===== config.mk =====
export PLATFORM = sky130hd
export DESIGN_NAME = core
export DESIGN_NICKNAME = d
export VERILOG_FILES = /design/src/design/core_pkg.sv /design/src/design/core.sv /design/src/design/execute.sv /design/src/design/inst_decode.sv /design/src/design/inst_fetch.sv /design/src/design/reg_bypass.sv /design/src/design/reg_file.sv
export VERILOG_INCLUDE_DIRS = /design/src /design/src/design
export SDC_FILE = /design/constraint.sdc
export NUM_CORES = 2
export LEC_CHECK = 0
export ABC_AREA = 0
export BUFFER_PORTS_ARGS = -buffer_cell sky130_fd_sc_hd__buf_2
export CORE_MARGIN = 4
export CORE_UTILIZATION = 25
export CTS_CLUSTER_SIZE = 16
export DETAILED_ROUTE_END_ITERATION = 7
export MAX_ROUTING_LAYER = met4
export PLACE_DENSITY = 0.38
export RECOVER_POWER = 50
export SKIP_CTS_REPAIR_TIMING = 1
export SYNTH_ARGS = -nofsm -noshare
export SYNTH_HDL_FRONTEND = slang
export SYNTH_HIERARCHICAL = 1
export SYNTH_SLANG_ARGS = --single-unit

===== constraint.sdc =====
create_clock -name clock -period 7 [get_ports clock]
set_input_delay 1.05 -clock clock [delete_from_list [all_inputs] [get_ports clock]]
set_output_delay 1.05 -clock clock [all_outputs]
set_load 0.03 [all_outputs]

===== src/design/core_defines.svh =====
`ifndef CORE_DEFINES_SVH
`define CORE_DEFINES_SVH

// pc and fetch address width
`define ADDR_WIDTH 32

// integer datapath width
`define DATA_WIDTH 32

// register number width for 32 architectural registers
`define REG_WIDTH 5

// first fetch address after reset
`define RESET_PC 32'h1c000000

`endif


===== src/design/core_pkg.sv =====
`include "core_defines.svh"

package core_pkg;

    // instruction word decoded by format
    typedef struct packed {
        logic [16:0]            opcode;
        logic [`REG_WIDTH-1:0] rk;
        logic [`REG_WIDTH-1:0] rj;
        logic [`REG_WIDTH-1:0] rd;
    } fmt_3r_t;

    typedef struct packed {
        logic [9:0]             opcode;
        logic [11:0]            si12;
        logic [`REG_WIDTH-1:0] rj;
        logic [`REG_WIDTH-1:0] rd;
    } fmt_2ri12_t;

    typedef struct packed {
        logic [6:0]             opcode;
        logic [19:0]            si20;
        logic [`REG_WIDTH-1:0] rd;
    } fmt_1ri20_t;

    typedef struct packed {
        logic [5:0]             opcode;
        logic [15:0]            offs16;
        logic [`REG_WIDTH-1:0] rj;
        logic [`REG_WIDTH-1:0] rd;
    } fmt_2ri16_t;

    typedef union packed {
        logic [31:0] raw;
        fmt_3r_t     fmt_3r;
        fmt_2ri12_t  fmt_2ri12;
        fmt_1ri20_t  fmt_1ri20;
        fmt_2ri16_t  fmt_2ri16;
    } inst_word_t;

    typedef enum logic [2:0] {
        alu_add,
        alu_sub,
        alu_and,
        alu_or,
        alu_xor,
        alu_slt,
        alu_lui
    } alu_op_t;

    // 3r opcodes in bits 31:15
    localparam logic [16:0] opc_add_w = 17'h00020;
    localparam logic [16:0] opc_sub_w = 17'h00022;
    localparam logic [16:0] opc_slt   = 17'h00024;
    localparam logic [16:0] opc_and   = 17'h00029;
    localparam logic [16:0] opc_or    = 17'h0002a;
    localparam logic [16:0] opc_xor   = 17'h0002b;

    // 2ri12 opcodes in bits 31:22
    localparam logic [9:0] opc_addi_w = 10'h00a;
    localparam logic [9:0] opc_andi   = 10'h00d;
    localparam logic [9:0] opc_ori    = 10'h00e;

    localparam logic [6:0] opc_lu12i_w = 7'h0a;

    // branch opcodes in bits 31:26
    localparam logic [5:0] opc_beq = 6'h16;
    localparam logic [5:0] opc_bne = 6'h17;

    typedef struct packed {
        logic                   valid;
        logic [`ADDR_WIDTH-1:0] pc;
        alu_op_t                alu_op;
        logic [`DATA_WIDTH-1:0] opnd_a;
        logic [`DATA_WIDTH-1:0] opnd_b;
        logic                   rw_en;
        logic [`REG_WIDTH-1:0]  rw_addr;
    } id_ex_t;

    typedef struct packed {
        logic                   valid;
        logic [`ADDR_WIDTH-1:0] pc;
        logic                   rw_en;
        logic [`REG_WIDTH-1:0]  rw_addr;
        logic [`DATA_WIDTH-1:0] rw_data;
    } wb_t;

endpackage


===== src/design/core.sv =====
`timescale 1ns/10ps
`include "core_defines.svh"

module core (
    input  logic                   clock,
    input  logic                   reset,
    output logic                   iram_rd_en,
    output logic [`ADDR_WIDTH-1:0] iram_rd_addr,
    input  logic [`DATA_WIDTH-1:0] iram_rd_data,
    input  logic                   iram_rd_valid,
    output logic [`ADDR_WIDTH-1:0] debug0_wb_pc,
    output logic [3:0]             debug0_wb_rf_wen,
    output logic [`REG_WIDTH-1:0]  debug0_wb_rf_wnum,
    output logic [`DATA_WIDTH-1:0] debug0_wb_rf_wdata
);

    import core_pkg::*;

    logic                   redirect;
    logic [`ADDR_WIDTH-1:0] redirect_pc;
    logic                   fetch_valid;
    logic [`ADDR_WIDTH-1:0] fetch_pc;

    logic [`REG_WIDTH-1:0]  rs1_addr;
    logic [`REG_WIDTH-1:0]  rs2_addr;
    logic [`DATA_WIDTH-1:0] rs1_data;
    logic [`DATA_WIDTH-1:0] rs2_data;
    logic [`DATA_WIDTH-1:0] rf1_data;
    logic [`DATA_WIDTH-1:0] rf2_data;

    id_ex_t id_ex;
    wb_t    ex_fwd;
    wb_t    wb;

    inst_fetch u_fetch (
        .clock         (clock),
        .reset         (reset),
        .redirect      (redirect),
        .redirect_pc   (redirect_pc),
        .iram_rd_en    (iram_rd_en),
        .iram_rd_addr  (iram_rd_addr),
        .iram_rd_valid (iram_rd_valid),
        .fetch_valid   (fetch_valid),
        .fetch_pc      (fetch_pc)
    );

    inst_decode u_decode (
        .clock        (clock),
        .reset        (reset),
        .fetch_valid  (fetch_valid),
        .fetch_pc     (fetch_pc),
        .iram_rd_data (iram_rd_data),
        .rs1_addr     (rs1_addr),
        .rs1_data     (rs1_data),
        .rs2_addr     (rs2_addr),
        .rs2_data     (rs2_data),
        .redirect     (redirect),
        .redirect_pc  (redirect_pc),
        .id_ex        (id_ex)
    );

    // one bypass per source operand
    reg_bypass u_bypass1 (
        .req_addr (rs1_addr),
        .ex_fwd   (ex_fwd),
        .wb       (wb),
        .rf_data  (rf1_data),
        .req_data (rs1_data)
    );

    reg_bypass u_bypass2 (
        .req_addr (rs2_addr),
        .ex_fwd   (ex_fwd),
        .wb       (wb),
        .rf_data  (rf2_data),
        .req_data (rs2_data)
    );

    reg_file u_reg_file (
        .clock   (clock),
        .reset   (reset),
        .r1_addr (rs1_addr),
        .r1_data (rf1_data),
        .r2_addr (rs2_addr),
        .r2_data (rf2_data),
        .wb      (wb)
    );

    execute u_execute (
        .clock  (clock),
        .reset  (reset),
        .id_ex  (id_ex),
        .ex_fwd (ex_fwd),
        .wb     (wb)
    );

    // commits to r0 are not reported
    assign debug0_wb_rf_wen   = (wb.valid && wb.rw_en && wb.rw_addr != '0) ? 4'hf : 4'h0;
    assign debug0_wb_pc       = wb.pc;
    assign debug0_wb_rf_wnum  = wb.rw_addr;
    assign debug0_wb_rf_wdata = wb.rw_data;

endmodule


===== src/design/execute.sv =====
`timescale 1ns/10ps
`include "core_defines.svh"

module execute (
    input  logic             clock,
    input  logic             reset,
    input  core_pkg::id_ex_t id_ex,
    output core_pkg::wb_t    ex_fwd,
    output core_pkg::wb_t    wb
);

    import core_pkg::*;

    logic [`DATA_WIDTH-1:0] result;
    logic                   less;

    assign less = $signed(id_ex.opnd_a) < $signed(id_ex.opnd_b);

    always_comb begin
        case (id_ex.alu_op)
            alu_add: result = id_ex.opnd_a + id_ex.opnd_b;
            alu_sub: result = id_ex.opnd_a - id_ex.opnd_b;
            alu_and: result = id_ex.opnd_a & id_ex.opnd_b;
            alu_or:  result = id_ex.opnd_a | id_ex.opnd_b;
            alu_xor: result = id_ex.opnd_a ^ id_ex.opnd_b;
            alu_slt: result = {{(`DATA_WIDTH-1){1'b0}}, less};
            // upper immediate already shifted in decode
            alu_lui: result = id_ex.opnd_b;
            default: result = id_ex.opnd_a + id_ex.opnd_b;
        endcase
    end

    // result seen by the bypass this cycle
    always_comb begin
        ex_fwd.valid   = id_ex.valid;
        ex_fwd.pc      = id_ex.pc;
        ex_fwd.rw_en   = id_ex.rw_en;
        ex_fwd.rw_addr = id_ex.rw_addr;
        ex_fwd.rw_data = result;
    end

    always_ff @(posedge clock) begin
        wb <= ex_fwd;
        if (reset) begin
            wb.valid <= 1'b0;
        end
    end

endmodule


===== src/design/inst_decode.sv =====
`timescale 1ns/10ps
`include "core_defines.svh"

module inst_decode (
    input  logic                   clock,
    input  logic                   reset,
    input  logic                   fetch_valid,
    input  logic [`ADDR_WIDTH-1:0] fetch_pc,
    input  logic [`DATA_WIDTH-1:0] iram_rd_data,
    output logic [`REG_WIDTH-1:0]  rs1_addr,
    input  logic [`DATA_WIDTH-1:0] rs1_data,
    output logic [`REG_WIDTH-1:0]  rs2_addr,
    input  logic [`DATA_WIDTH-1:0] rs2_data,
    output logic                   redirect,
    output logic [`ADDR_WIDTH-1:0] redirect_pc,
    output core_pkg::id_ex_t       id_ex
);

    import core_pkg::*;

    inst_word_t inst;
    id_ex_t     id_next;
    logic       is_beq;
    logic       is_bne;
    logic       src_equal;

    assign inst = iram_rd_data;

    assign is_beq = inst.fmt_2ri16.opcode == opc_beq;
    assign is_bne = inst.fmt_2ri16.opcode == opc_bne;

    // branches compare rj against rd
    assign rs1_addr = inst.fmt_3r.rj;
    assign rs2_addr = (is_beq || is_bne) ? inst.fmt_2ri16.rd : inst.fmt_3r.rk;

    assign src_equal = rs1_data == rs2_data;
    assign redirect  = fetch_valid & ((is_beq & src_equal) | (is_bne & ~src_equal));
    assign redirect_pc = fetch_pc
                       + {{(`ADDR_WIDTH-18){inst.fmt_2ri16.offs16[15]}},
                          inst.fmt_2ri16.offs16, 2'b00};

    always_comb begin
        id_next.valid   = fetch_valid;
        id_next.pc      = fetch_pc;
        id_next.alu_op  = alu_add;
        id_next.opnd_a  = rs1_data;
        id_next.opnd_b  = rs2_data;
        id_next.rw_en   = 1'b0;
        id_next.rw_addr = inst.fmt_3r.rd;

        case (inst.fmt_3r.opcode)
            opc_add_w: begin
                id_next.alu_op = alu_add;
                id_next.rw_en  = 1'b1;
            end
            opc_sub_w: begin
                id_next.alu_op = alu_sub;
                id_next.rw_en  = 1'b1;
            end
            opc_slt: begin
                id_next.alu_op = alu_slt;
                id_next.rw_en  = 1'b1;
            end
            opc_and: begin
                id_next.alu_op = alu_and;
                id_next.rw_en  = 1'b1;
            end
            opc_or: begin
                id_next.alu_op = alu_or;
                id_next.rw_en  = 1'b1;
            end
            opc_xor: begin
                id_next.alu_op = alu_xor;
                id_next.rw_en  = 1'b1;
            end
            default: ;
        endcase

        // addi sign-extends while the logical ops zero-extend
        case (inst.fmt_2ri12.opcode)
            opc_addi_w: begin
                id_next.alu_op = alu_add;
                id_next.opnd_b = {{(`DATA_WIDTH-12){inst.fmt_2ri12.si12[11]}},
                                  inst.fmt_2ri12.si12};
                id_next.rw_en  = 1'b1;
            end
            opc_andi: begin
                id_next.alu_op = alu_and;
                id_next.opnd_b = {{(`DATA_WIDTH-12){1'b0}}, inst.fmt_2ri12.si12};
                id_next.rw_en  = 1'b1;
            end
            opc_ori: begin
                id_next.alu_op = alu_or;
                id_next.opnd_b = {{(`DATA_WIDTH-12){1'b0}}, inst.fmt_2ri12.si12};
                id_next.rw_en  = 1'b1;
            end
            default: ;
        endcase

        if (inst.fmt_1ri20.opcode == opc_lu12i_w) begin
            id_next.alu_op = alu_lui;
            id_next.opnd_b = {inst.fmt_1ri20.si20, 12'h000};
            id_next.rw_en  = 1'b1;
        end
    end

    always_ff @(posedge clock) begin
        id_ex <= id_next;
        if (reset) begin
            id_ex.valid <= 1'b0;
        end
    end

endmodule


===== src/design/inst_fetch.sv =====
`timescale 1ns/10ps
`include "core_defines.svh"

module inst_fetch (
    input  logic                   clock,
    input  logic                   reset,
    input  logic                   redirect,
    input  logic [`ADDR_WIDTH-1:0] redirect_pc,
    output logic                   iram_rd_en,
    output logic [`ADDR_WIDTH-1:0] iram_rd_addr,
    input  logic                   iram_rd_valid,
    output logic                   fetch_valid,
    output logic [`ADDR_WIDTH-1:0] fetch_pc
);

    logic                   fetch_en;
    logic                   squash;
    logic [`ADDR_WIDTH-1:0] pc;

    // fetching starts on the first cycle out of reset
    always_ff @(posedge clock) begin
        if (reset) begin
            fetch_en <= 1'b0;
            squash   <= 1'b0;
            pc       <= `RESET_PC;
        end else begin
            fetch_en <= 1'b1;
            // word issued alongside the redirect is wrong path
            squash   <= redirect;
            if (redirect) begin
                pc <= redirect_pc;
            end else if (fetch_en) begin
                pc <= pc + `ADDR_WIDTH'd4;
            end
        end
    end

    // pc of the word coming back next cycle
    always_ff @(posedge clock) begin
        if (fetch_en) begin
            fetch_pc <= pc;
        end
    end

    assign iram_rd_en   = fetch_en;
    assign iram_rd_addr = pc;
    assign fetch_valid  = iram_rd_valid & ~squash;

endmodule


===== src/design/reg_bypass.sv =====
`timescale 1ns/10ps
`include "core_defines.svh"

module reg_bypass (
    input  logic [`REG_WIDTH-1:0]  req_addr,
    input  core_pkg::wb_t          ex_fwd,
    input  core_pkg::wb_t          wb,
    input  logic [`DATA_WIDTH-1:0] rf_data,
    output logic [`DATA_WIDTH-1:0] req_data
);

    logic ex_hit;
    logic wb_hit;

    // r0 never forwards
    assign ex_hit = ex_fwd.valid && ex_fwd.rw_en && ex_fwd.rw_addr == req_addr
                    && req_addr != '0;
    assign wb_hit = wb.valid && wb.rw_en && wb.rw_addr == req_addr
                    && req_addr != '0;

    // youngest producer wins
    always_comb begin
        if (ex_hit) begin
            req_data = ex_fwd.rw_data;
        end else if (wb_hit) begin
            req_data = wb.rw_data;
        end else begin
            req_data = rf_data;
        end
    end

endmodule


===== src/design/reg_file.sv =====
`timescale 1ns/10ps
`include "core_defines.svh"

module reg_file (
    input  logic                   clock,
    input  logic                   reset,
    input  logic [`REG_WIDTH-1:0]  r1_addr,
    output logic [`DATA_WIDTH-1:0] r1_data,
    input  logic [`REG_WIDTH-1:0]  r2_addr,
    output logic [`DATA_WIDTH-1:0] r2_data,
    input  core_pkg::wb_t          wb
);

    logic [`DATA_WIDTH-1:0] regs [2**`REG_WIDTH];

    always_ff @(posedge clock) begin
        if (reset) begin
            for (int i = 0; i < 2**`REG_WIDTH; i++) begin
                regs[i] <= '0;
            end
        end else if (wb.valid && wb.rw_en && wb.rw_addr != '0) begin
            regs[wb.rw_addr] <= wb.rw_data;
        end
    end

    // r0 is never written so it reads zero
    assign r1_data = regs[r1_addr];
    assign r2_data = regs[r2_addr];

endmodule


==> metrics.md <==
| Metric | Value |
|---|---|
| GRT busiest layer | `met2` |
| Cell area after layout | `roughly 84000 um^2` |
| Mapped Avg Cell Area | `roughly 11 um^2` |
| Worst skew pair latency | `roughly 0.83 ns` |
| Post-DP Area | `about 79000 um^2` |
| Cell area after synthesis | `between 70000 and 80000 um^2` |
| Filler cell count | `between 30000 and 40000` |
| CP top delay family | `buffers and inverters` |
| FP Rows | `between 150 and 200` |
| HP Start | `u_decode/id_ex[87]$_DFF_P_` |
| Synth warn | `6` |
| Total clock buffers created by CTS | `162` |
| Area Overhead vs Synth | `15.0%` |
| WHS Endpoint | `u_execute/wb[52]$_DFF_P_` |
| Crit path largest cell delay | `roughly 3.8 ns` |
| GRT Util Overall | `21.6%` |
| Synth Instances | `around 6700` |
| Clk slew on worst S/H paths | `around 0.060 ns` |
| Critical path peak fanout | `68` |
| Max-Cap Viols | `28` |
| Violated checks | `max-capacitance violations, max-slew violations` |
| Die W | `549 um` |
| Pwr Total | `approximately 23000 uW` |
| LEAKAGE | `roughly 0.032 uW` |
| Reg2reg start | `u_decode/id_ex[6]$_SDFF_PP0_` |
| Drt drc | `0` |
| Worst Path Buf+Inv | `3` |
| Final number of setup-violating endpoints | `0` |
| Number of port buffers | `between 100 and 150` |
| Core area | `just under 300000 um^2` |
| Critical Path Start Type | `input port` |
| CP Capture Type | `flop` |
| Slowest CP cell | `dlymetal6s4s_1` |
| Fmax | `~150 MHz` |
| Detailed Place HPWL | `~210000 um` |
| Endpoints failing hold | `0` |
| Worst path cell trace | `buf_4 > dlymetal6s4s_1 > or2_0 > buf_4` |
| Area of the multi-input gates | `approximately 34000 um^2` |
| HP Class | `reg2reg` |
| RSZ-0062 raised after global routing | `no` |
| Grt met3 use | `2.64%` |
| CTS tree | `yes` |
| Crit path DAT | `between 7 and 8 ns` |
| Met2 GRT Util | `34.3%` |
| Clock sinks | `1267` |
| First-pass GRT wire length | `approximately 450000 um` |
| Slew at the pin closest to its max-slew limit | `5.28 ns` |
| Io pins | `between 100 and 150` |
| CP Class | `in2reg` |
| Pwr dens | `268 nW/um^2` |
| Vias per cell | `slightly above 5` |
| Initial antenna violation count | `29` |
| Initial Util | `approximately a quarter` |
| Root Driver | `clkbuf_16` |
| Fin Clk Skew | `just under 0.05 ns` |
| Remaining global-route overflow | `0` |
| Met1 usage | `between 20% and 30%` |
| GP Congestion | `between 0.8 and 0.9` |
| Vias in the first global route | `55351` |
| Max VDD drop | `approximately 0.27 mV` |
| WL final | `roughly 330000 um` |
| Max-slew violations | `746` |
| Flip-flop and latch area | `about 36000 um^2` |
| Reg2reg path depth | `28` |
| Final worst path period share | `97.8%` |
| Vias | `about 56000` |
| Clock tree buffer depth | `3` |
| Die height | `549 um` |
| Routed Antenna Nets | `0` |
| Hold Path Stages | `0` |
| Period minus WS final | `a little under 7 ns` |
| Die Area | `around 300000 um^2` |
| Status | `finished with violations` |
| Largest net degree at the start of global routing | `66` |
| WHS | `~0.3 ns` |
| Layout cells sized above 1 | `approximately 11%` |
| R2R Setup Slk | `0.31 ns` |
| Average wire per standard cell | `around 30 um` |
| Initial DRC Count | `5239` |
| Required time worst endpoint | `approximately 7.5 ns` |
| Most frequent CP cell | `buf_4` |
| Final #Nets | `about 7000` |
| Relative slew slack | `-252%` |
| DRT Pass-1 Iters | `6` |
| H-tree depth | `4` |
| R2r endpoint | `u_fetch/iram_rd_addr[29]$_SDFFE_PP0N_` |
[worst register-to-register path: cells and delay by family (launching register included)]
family	cells	cell delay [ns]
compound gates	11	2.50
simple gates	8	1.90
buf+inv	5	0.82
fa+ha+maj	2	0.67
flops	1	0.38
xor+xnor	2	0.33
[power breakdown]
part           internal (uW)  total (uW)  switching (uW)
clock                   4580        8150            3570
combinational           1490        5530            4040
sequential              8570        8860             291
total                  14600       22500            7900
[worst max path at each step]
stage / start / end / cells after the start
final: reset / u_reg_file/regs[19][30]$_SDFFCE_PN0P_ / 4
after global routing: u_decode/id_ex[6]$_SDFF_PP0_ / u_fetch/iram_rd_addr[26]$_SDFFE_PP1N_ / 29
after CTS: u_decode/id_ex[38]$_DFF_P_ / u_fetch/iram_rd_addr[29]$_SDFFE_PP0N_ / 31
after detailed placement: iram_rd_data[31] / u_fetch/iram_rd_addr[29]$_SDFFE_PP0N_ / 25
after global placement: iram_rd_data[31] / u_fetch/iram_rd_addr[26]$_SDFFE_PP1N_ / 24
after floorplan: iram_rd_data[31] / u_fetch/iram_rd_addr[0]$_SDFFE_PP0P_ / 22
[flip-flops by register name, indices dropped and copies added (netlist names)]
signal                count
u_fetch/squash            1
u_fetch/iram_rd_addr     32
u_fetch/fetch_pc         32
u_fetch/iram_rd_en        1
u_execute/wb             71
u_reg_file/regs        1024
u_decode/id_ex          106
[through the flow]
stage	worst slack (ns)	setup TNS, ns	utilization (%)	instances
after floorplan	1.34	0	-	6770
after global placement	-0.479	-9.25	27.3	10533
after detailed placement	-0.498	-11.49	27.3	10533
after CTS	-0.0774	-0.132	29.0	10830
after global routing	0.00795	0	28.9	10838
final	0.151	0	28.9	10866
[per-layer routing]
layer	routed length, um	share of wire [%]	up-vias
li1	-	-	24851
met1	148000	45	28748
met2	152000	46	1853
met3	17400	5.3	422
met4	9570	2.9	0
met5	0	0	-
[layout by cell type (no fill, tap or decap), drive strengths merged, types with 42 or more instances in the layout]
cell       n
nand3    291
and2    1004
dfxtp    211
clkbuf   322
xnor2     88
edfxtp  1056
buf      364
nor2     165
o21ai    168
a21oi    372
or2       43
nand2    352
a22o     130
inv      126
nor4      77
nand4     42
clkinv    66
mux2i   1030
a31oi    140
ha       126
a22oi    204
nor3     106
[final cells by class]
cell class	instances	area share (%)
Sequential cell	1267	42.7
Multi-Input combinational cell	4772	40.5
Tap cell	3900	5.80
Clock buffer	209	5.13
Timing Repair Buffer	478	4.34
Clock inverter	88	0.880
Inverter	116	0.517
Antenna cell	36	0.107
Power figures use the tool's default switching activity.
